### config.mk
export PLATFORM = sky130hd
export DESIGN_NAME = soc_toplevel
export DESIGN_NICKNAME = d
export VERILOG_FILES = /design/src/source/board_pkg.sv /design/src/source/bus_pkg.sv /design/src/source/clk_ctrl.sv /design/src/source/io_regs.sv /design/src/source/seg7_lut_8.sv /design/src/source/soc_toplevel.sv
export VERILOG_INCLUDE_DIRS = /design/src /design/src/include
export SDC_FILE = /design/constraint.sdc
export NUM_CORES = 1
export LEC_CHECK = 0
export ABC_AREA = 1
export BUFFER_PORTS_ARGS = -buffer_cell sky130_fd_sc_hd__buf_2
export CAP_MARGIN = 15
export CORE_MARGIN = 2
export CORE_UTILIZATION = 40
export DETAILED_ROUTE_END_ITERATION = 8
export PLACE_DENSITY = 0.65
export SLEW_MARGIN = 40
export SYNTH_ARGS = -nofsm -noshare
export SYNTH_HDL_FRONTEND = slang
export SYNTH_SLANG_ARGS = --single-unit
export TNS_END_PERCENT = 5
### constraint.sdc
create_clock -name clk -period 3.5 [get_ports clk]
set_clock_uncertainty 0.1 [all_clocks]
set_input_delay 1.05 -clock clk [delete_from_list [all_inputs] [get_ports clk]]
set_output_delay 1.05 -clock clk [all_outputs]
set_load 0.05 [all_outputs]
### src/include/board_macros.svh
`ifndef BOARD_MACROS_SVH
`define BOARD_MACROS_SVH

// ============================================================
// reset stretch
// ============================================================
`define BOARD_RST_HOLD_CYCLES 16            // clocks of reset after both inputs release

// ============================================================
// register bus
// ============================================================
`define BOARD_DATA_W 32                     // bus data width
`define BOARD_ADDR_W 4                      // bus address width

// register map
`define BOARD_ADDR_LED (`BOARD_ADDR_W'(0))  // led export word
`define BOARD_ADDR_SW  (`BOARD_ADDR_W'(1))  // synced switches, read only
`define BOARD_ADDR_IRQ (`BOARD_ADDR_W'(2))  // sticky interrupt status

`define BOARD_BAD_RDATA 32'hdead_c0de       // read value of any unmapped address

`endif

### src/source/board_pkg.sv
package board_pkg;

    // active-low segment pattern with segment a in bit 0
    // bit 6 is segment g
    typedef logic [6:0] seg_t;

    // the led export word
    // same 32 bits drive the lamps and the eight hex digits
    typedef union packed {
        // hex digit view
        logic [7:0][3:0] digits;       // digit 0 in bits 3..0

        // lamp view
        struct packed {
            logic [4:0]  unused;       // no lamps up here
            logic [17:0] ledr;         // red lamps, bits 26..9
            logic [8:0]  ledg;         // green lamps, bits 8..0
        } lamps;
    } led_word_u;

endpackage

### src/source/bus_pkg.sv
`include "board_macros.svh"

package bus_pkg;

    // register addresses on the plain strobe bus
    // anything else reads back as the bad-data word
    typedef enum logic [`BOARD_ADDR_W-1:0] {
        REG_LED = `BOARD_ADDR_LED,  // r/w led export word
        REG_SW  = `BOARD_ADDR_SW,   // ro switches after the synchronizer
        REG_IRQ = `BOARD_ADDR_IRQ   // bit 0 status, write 1 to clear
    } reg_addr_e;

endpackage

### src/source/clk_ctrl.sv
`timescale 1ns/1ps
`include "board_macros.svh"

module clk_ctrl (
    input  logic clk,
    input  logic arst_n,     // board reset, stands in for pll lock
    input  logic rst_key_n,  // push key 0, low while pressed
    output logic rst_n       // stretched system reset
);

    localparam int HOLD  = `BOARD_RST_HOLD_CYCLES;
    localparam int CNT_W = $clog2(HOLD + 1);  // room to reach HOLD itself

    logic             in_n;   // both reset sources released
    logic [CNT_W-1:0] cnt;    // edges seen since release
    logic             rst_q;

    assign in_n = arst_n & rst_key_n;

    // ============================================================
    // hold counter
    // ============================================================
    // either source low clears everything at once
    // rst_q goes high on the HOLD-th edge after release
    always_ff @(posedge clk or negedge in_n) begin
        if (!in_n) begin
            cnt   <= '0;
            rst_q <= 1'b0;
        end else if (!rst_q) begin
            cnt   <= cnt + 1'b1;
            rst_q <= (cnt == CNT_W'(HOLD - 1));  // last edge of the stretch
        end
    end

    assign rst_n = rst_q;

    // out of reset only with both sources up now and a full stretch back
    a_rst_follows_inputs: assert property (@(posedge clk)
        rst_n |-> in_n && $past(in_n, HOLD));

endmodule

### src/source/io_regs.sv
`timescale 1ns/1ps
`include "board_macros.svh"

module io_regs (
    input  logic                                  clk,
    input  logic                                  rst_n,      // from clk_ctrl
    input  logic                                  bus_wr,     // one-cycle write strobe
    input  logic                                  bus_rd,     // one-cycle read strobe
    input  logic [$bits(bus_pkg::reg_addr_e)-1:0] bus_addr,
    input  logic [`BOARD_DATA_W-1:0]              bus_wdata,
    input  logic [17:0]                           sw,         // raw board switches
    input  logic                                  irq_in,     // sensor interrupt
    output logic [`BOARD_DATA_W-1:0]              bus_rdata,  // valid the edge after bus_rd
    output board_pkg::led_word_u                  led_word,
    output logic                                  irq
);

    import board_pkg::*;
    import bus_pkg::*;

    reg_addr_e                addr;
    logic                     wr_led;
    logic                     wr_irq;
    led_word_u                led_q;
    logic [17:0]              sw_meta;   // first sync stage
    logic [17:0]              sw_sync;   // second sync stage, safe to use
    logic                     irq_set;
    logic                     irq_clr;
    logic                     irq_q;
    logic [`BOARD_DATA_W-1:0] rd_mux;

    // ============================================================
    // address decode
    // ============================================================
    assign addr   = reg_addr_e'(bus_addr);
    assign wr_led = bus_wr && (addr == REG_LED);
    assign wr_irq = bus_wr && (addr == REG_IRQ);

    // led export word
    always_ff @(posedge clk or negedge rst_n) begin
        if (!rst_n) begin
            led_q <= '0;                     // lamps off, all digits show 0
        end else if (wr_led) begin
            led_q <= led_word_u'(bus_wdata);
        end
    end

    // two-flop switch synchronizer
    always_ff @(posedge clk or negedge rst_n) begin
        if (!rst_n) begin
            sw_meta <= '0;
            sw_sync <= '0;
        end else begin
            sw_meta <= sw;
            sw_sync <= sw_meta;
        end
    end

    // ============================================================
    // interrupt status
    // ============================================================
    assign irq_set = irq_in && sw_sync[1];   // switch 1 enables the sensor irq
    assign irq_clr = wr_irq && bus_wdata[0];

    always_ff @(posedge clk or negedge rst_n) begin
        if (!rst_n) begin
            irq_q <= 1'b0;
        end else begin
            irq_q <= irq_set || (irq_q && !irq_clr);  // a new set beats a clear
        end
    end

    // ============================================================
    // read path
    // ============================================================
    always_comb begin
        case (addr)
            REG_LED: rd_mux = led_q;
            REG_SW:  rd_mux = `BOARD_DATA_W'(sw_sync);  // zero-extended
            REG_IRQ: rd_mux = `BOARD_DATA_W'(irq_q);
            default: rd_mux = `BOARD_BAD_RDATA;         // unmapped
        endcase
    end

    // fixed one-cycle latency, holds until the next read
    always_ff @(posedge clk or negedge rst_n) begin
        if (!rst_n) begin
            bus_rdata <= '0;
        end else if (bus_rd) begin
            bus_rdata <= rd_mux;
        end
    end

    assign led_word = led_q;
    assign irq      = irq_q;

    // bus master must never strobe both directions at once
    a_no_rd_wr: assert property (@(posedge clk) disable iff (!rst_n)
        !(bus_wr && bus_rd));

    // irq rising means a gated set was seen one edge earlier
    a_irq_rise: assert property (@(posedge clk) disable iff (!rst_n)
        $rose(irq) |-> $past(irq_in && sw_sync[1]));

endmodule

### src/source/seg7_lut_8.sv
`timescale 1ns/1ps

module seg7_lut_8 (
    input  board_pkg::led_word_u led_word,
    output board_pkg::seg_t      hex0,  // rightmost digit
    output board_pkg::seg_t      hex1,
    output board_pkg::seg_t      hex2,
    output board_pkg::seg_t      hex3,
    output board_pkg::seg_t      hex4,
    output board_pkg::seg_t      hex5,
    output board_pkg::seg_t      hex6,
    output board_pkg::seg_t      hex7   // leftmost digit
);

    import board_pkg::*;

    // nibble to active-low glyph, bit order g f e d c b a
    function automatic seg_t hex_glyph(input logic [3:0] nib);
        case (nib)
            4'h0: hex_glyph = 7'b1000000;
            4'h1: hex_glyph = 7'b1111001;
            4'h2: hex_glyph = 7'b0100100;
            4'h3: hex_glyph = 7'b0110000;
            4'h4: hex_glyph = 7'b0011001;
            4'h5: hex_glyph = 7'b0010010;
            4'h6: hex_glyph = 7'b0000010;
            4'h7: hex_glyph = 7'b1111000;
            4'h8: hex_glyph = 7'b0000000;
            4'h9: hex_glyph = 7'b0011000;  // no bottom bar
            4'ha: hex_glyph = 7'b0001000;
            4'hb: hex_glyph = 7'b0000011;  // lower case b
            4'hc: hex_glyph = 7'b1000110;
            4'hd: hex_glyph = 7'b0100001;  // lower case d
            4'he: hex_glyph = 7'b0000110;
            4'hf: hex_glyph = 7'b0001110;
        endcase
    endfunction

    // one glyph per nibble of the digit view
    assign hex0 = hex_glyph(led_word.digits[0]);
    assign hex1 = hex_glyph(led_word.digits[1]);
    assign hex2 = hex_glyph(led_word.digits[2]);
    assign hex3 = hex_glyph(led_word.digits[3]);
    assign hex4 = hex_glyph(led_word.digits[4]);
    assign hex5 = hex_glyph(led_word.digits[5]);
    assign hex6 = hex_glyph(led_word.digits[6]);
    assign hex7 = hex_glyph(led_word.digits[7]);

endmodule

### src/source/soc_toplevel.sv
`timescale 1ns/1ps
`include "board_macros.svh"

module soc_toplevel (
    input  logic                     clk,        // system clock
    input  logic                     arst_n,     // stands in for pll lock
    input  logic [3:0]               key,        // push keys, key 0 is reset
    input  logic [17:0]              sw,
    input  logic                     irq_in,     // sensor interrupt pin
    input  logic                     bus_wr,
    input  logic                     bus_rd,
    input  logic [`BOARD_ADDR_W-1:0] bus_addr,
    input  logic [`BOARD_DATA_W-1:0] bus_wdata,
    output logic [`BOARD_DATA_W-1:0] bus_rdata,
    output logic                     irq,
    output logic [17:0]              ledr,
    output logic [8:0]               ledg,
    output logic [6:0]               hex0,
    output logic [6:0]               hex1,
    output logic [6:0]               hex2,
    output logic [6:0]               hex3,
    output logic [6:0]               hex4,
    output logic [6:0]               hex5,
    output logic [6:0]               hex6,
    output logic [6:0]               hex7
);

    import board_pkg::*;

    logic      rst_n;     // stretched system reset
    led_word_u led_word;  // led export word

    clk_ctrl u_clk_ctrl (
        .clk       (clk),
        .arst_n    (arst_n),
        .rst_key_n (key[0]),
        .rst_n     (rst_n)
    );

    io_regs u_io_regs (
        .clk       (clk),
        .rst_n     (rst_n),
        .bus_wr    (bus_wr),
        .bus_rd    (bus_rd),
        .bus_addr  (bus_addr),
        .bus_wdata (bus_wdata),
        .sw        (sw),
        .irq_in    (irq_in),
        .bus_rdata (bus_rdata),
        .led_word  (led_word),
        .irq       (irq)
    );

    seg7_lut_8 u_segs (
        .led_word (led_word),
        .hex0     (hex0),
        .hex1     (hex1),
        .hex2     (hex2),
        .hex3     (hex3),
        .hex4     (hex4),
        .hex5     (hex5),
        .hex6     (hex6),
        .hex7     (hex7)
    );

    // lamps straight from the lamp view
    assign ledr = led_word.lamps.ledr;
    assign ledg = led_word.lamps.ledg;

endmodule

==> flow_summary.json <==
{
  "hold_viol_final": 0,
  "total_via_count_after_detailed_routing": 5091,
  "holdBufCountCts": 0,
  "critical_path.cell_chain": "inv_1, ha_1, inv_1, o21ai_0, nand2_1, o211ai_1, buf_2",
  "synth.cell_area_um2": 5870,
  "timing.critical_path.arrival_ps": 1960,
  "routed_wirelength_um": 14700,
  "share_of_synthesized_cell_area_in_and_or_nand_and_nor_gates_pct": 23.5,
  "synth_top_family_by_area": "simple AND/OR/NAND/NOR gates",
  "syn-num-nets": 827,
  "gr-max-usage-layer": "met2",
  "area_growth_syn_to_layout_pct": 18.2,
  "reg2reg_to": "u_io_regs.sw_sync[0]$_DFF_PN0_",
  "core_area_um2": 14400,
  "design.final.nets": 958,
  "wire_per_inst_um": 14.1,
  "post_cts_repair_setup_buffers": 0,
  "core.rowCount": 44,
  "rrSetupSlack_ps": 1890,
  "die_height_um": 125,
  "r2r_start": "u_clk_ctrl.rst_n$_DFF_PN0_",
  "setup.worst_path.start": "u_io_regs.led_word[17]$_DFFE_PN0P_",
  "synth.avg_cell_area_um2": 8.14,
  "post-route-period-util_pct": 88.9,
  "gp_congestion": 0.910,
  "grt_antenna_before_repair": 1,
  "routed_via_density": 4.88,
  "max-slew-margin-rel_pct": 51.4,
  "start_util_pct": 40.7,
  "critical-path-top-delay-family": "flip-flops",
  "setup_slack_at_placement_ps": 386,
  "leakagePower_nw": 3.61,
  "worst-path-max-fanout": 7,
  "final.min_clock_period_ps": 3110,
  "timing.critical_path.required_ps": 2350,
  "timing.hold.worst_path_depth": 0,
  "yosys.area_share.adder_pct": 8.95,
  "grt_util_met3_pct": 3.89,
  "ant_nets": 0,
  "post_synth_inst_count": 722,
  "synth_compound_area_share_pct": 11.1,
  "grt_max_degree": 59,
  "setup_ws_ps": 389,
  "numPortBuffers": 175,
  "worst_r2r_path_cells": 1,
  "tritoncts_clock_tree": "built",
  "top_level_ports": 179,
  "tightestPinTransition_ps": 730,
  "yosys-mux-area-fraction_pct": 0,
  "final-max-slew-violation-count": 0,
  "remaining_drc_errors": 0,
  "max-clock-path-buffers": 2,
  "grt_use_met1_pct": 25.4,
  "use_met2_pct": 29.2,
  "grt_pass1_wl_um": 23600,
  "outcome": "finished clean",
  "total_number_of_clock_tree_sinks": 107,
  "hold_slack_ps": 247,
  "setup_total_negative_slack_ps": 0,
  "clk_root_buffer_cell": "clkbuf_16",
  "synth.lib_cells_used.distinct": 28,
  "cpMostUsedCell": "inv_1",
  "grtUsageTotal_pct": 18.6,
  "critical_path_buf_inv_count": 3,
  "cap_violations": 0,
  "grt_overflow_total": 0,
  "setup.worst_path.class": "reg2out",
  "first_global_vias": 4715,
  "irDropWorstVdd_mv": 0.334,
  "synth_seq_area_share_pct": 45.6,
  "dp_hpwl_um": 10700,
  "synth.yosys.warnings": 0,
  "synthXorXnorAreaFrac_pct": 0.447,
  "h_tree_lvls": 3,
  "cts.clk_slew.worst_paths_ps": 70,
  "postCtsResizedCells": 0,
  "rsz0062_at_grt": "false",
  "die_width_um": 125,
  "dr.first_iter.drc_count": 286,
  "timing.critical_path.slowest_stage_cell": "dfrtp_1",
  "worstSetupEndpointType": "primary output",
  "maximum_achievable_frequency_mhz": 321,
  "power.density_nw_per_um2": 687,
  "path_depth": 7,
  "drt_pass1_iterations": 5,
  "worst_path_largest_cell_delay_ps": 490,
  "crit_path_end": "hex4[3]",
  "ys_ff_latch": 107,
  "numCtsBuffers": 9,
  "worst_hold_path_type": "reg2reg",
  "setup-violations-final": 0,
  "cp-start-kind": "flop",
  "clk-insertion-delay-late_ps": 350,
  "drive_above_1_share_pct": 23.8,
  "dieArea_um2": 15700
}
==> flip-flops by register name, summed over array words and instances (netlist names) <==
| register | count |
|---|---|
| u_io_regs.bus_rdata | 32 |
| u_io_regs.led_word | 32 |
| u_clk_ctrl.cnt | 5 |
| u_clk_ctrl.rst_n | 1 |
| u_io_regs.sw_meta | 18 |
| u_io_regs.irq | 1 |
| u_io_regs.sw_sync | 18 |
==> cell usage in the layout (no fill, tap or decap), types with 2 or more instances in the layout <==
cell type / count
a21oi_1: 29
a32oi_1: 4
buf_2: 175
buf_4: 4
clkbuf_16: 9
dfrtp_1: 106
ha_1: 42
inv_1: 60
inv_6: 2
nand2_1: 207
nand2_2: 2
nand3_1: 60
nand4_1: 2
nor2_1: 61
nor2_2: 2
nor2_4: 2
o2111ai_1: 2
o211ai_1: 8
o21ai_0: 49
o221ai_1: 8
o31ai_1: 10
xor2_1: 2
==> synthesized netlist by cell type, drive strengths merged <==
library cell  instances  area [µm²]
nand2               209         790
dfrtp               107        2680
nor2                 65         264
inv                  61         229
nand3                61         310
buf                  51         345
o21ai                49         245
ha                   42         526
a21oi                29         145
o31ai                10        75.1
clkbuf                8        30.0
o211ai                8        60.1
o221ai                8        70.1
a32oi                 4        35.0
nand4                 2        12.5
o2111ai               2        17.5
xor2                  2        17.5
clkinv                1        3.75
o22ai                 1        6.26
or2                   1        6.26
xnor2                 1        8.76
==> routing by layer <==
| layer | vias up | part of all wire, % |
|---|---|---|
| met1 | 2358 | 47 |
| met5 | - | 0 |
| met4 | 0 | 2.1 |
| li1 | 2566 | - |
| met2 | 144 | 45 |
| met3 | 23 | 5.3 |
==> logic make-up (layout without fill, tap and decap cells) <==
| kind of cell | Yosys count | in the layout |
|---|---|---|
| adder cells (fa/ha/maj) | 42 | 42 |
| flip-flops | 107 | 107 |
| other | 0 | 1 |
| XOR/XNOR | 3 | 3 |
| buffers and inverters | 121 | 257 |
| AO/OA/AOI/OAI | 111 | 111 |
| AND/OR/NAND/NOR | 338 | 338 |
==> final cells by class <==
cell class / instances / area, µm²
clock inverters: 5 / 60.1
multi-input cells: 494 / 2590
diodes: 1 / 2.50
inverters: 62 / 233
repair buffers: 179 / 906
flip-flops and latches: 107 / 2680
well taps: 184 / 230
fillers: 1470 / 7480
clock buffers: 11 / 243
==> report_power, final <==
group	switching (mW)	internal [mW]
Clock	0.453	0.579
Sequential	0.189	1.36
Combinational	1.70	0.493
==> worst min-delay path by stage <==
| stage | start | end | slack (ps) |
|---|---|---|---|
| final | u_io_regs.sw_meta[13]$_DFF_PN0_ | u_io_regs.sw_sync[13]$_DFF_PN0_ | 250 |
| after global routing | u_io_regs.sw_meta[17]$_DFF_PN0_ | u_io_regs.sw_sync[17]$_DFF_PN0_ | 250 |
| after global placement | u_io_regs.sw_meta[14]$_DFF_PN0_ | u_io_regs.sw_sync[14]$_DFF_PN0_ | 230 |
| after detailed placement | u_io_regs.sw_meta[6]$_DFF_PN0_ | u_io_regs.sw_sync[6]$_DFF_PN0_ | 240 |
| after CTS | u_io_regs.sw_meta[6]$_DFF_PN0_ | u_io_regs.sw_sync[6]$_DFF_PN0_ | 250 |
| after floorplan | u_io_regs.sw_meta[0]$_DFF_PN0_ | u_io_regs.sw_sync[0]$_DFF_PN0_ | 230 |
==> per-stage QoR <==
| stage | util, % | total power, mW | std cells | instance area (µm²) |
|---|---|---|---|---|
| 2_1_floorplan | - | 3.38 | 722 | 5870 |
| 3_3_place_gp | 46.0 | 3.75 | 1026 | 6640 |
| 3_5_place_dp | 46.0 | 3.76 | 1026 | 6640 |
| 4_1_cts | 48.1 | 4.80 | 1042 | 6940 |
| 5_1_grt | 48.1 | 5.03 | 1042 | 6940 |
| 6_report | 48.1 | 4.77 | 1043 | 6940 |
No activity file was read; power rests on OpenSTA's default activity.
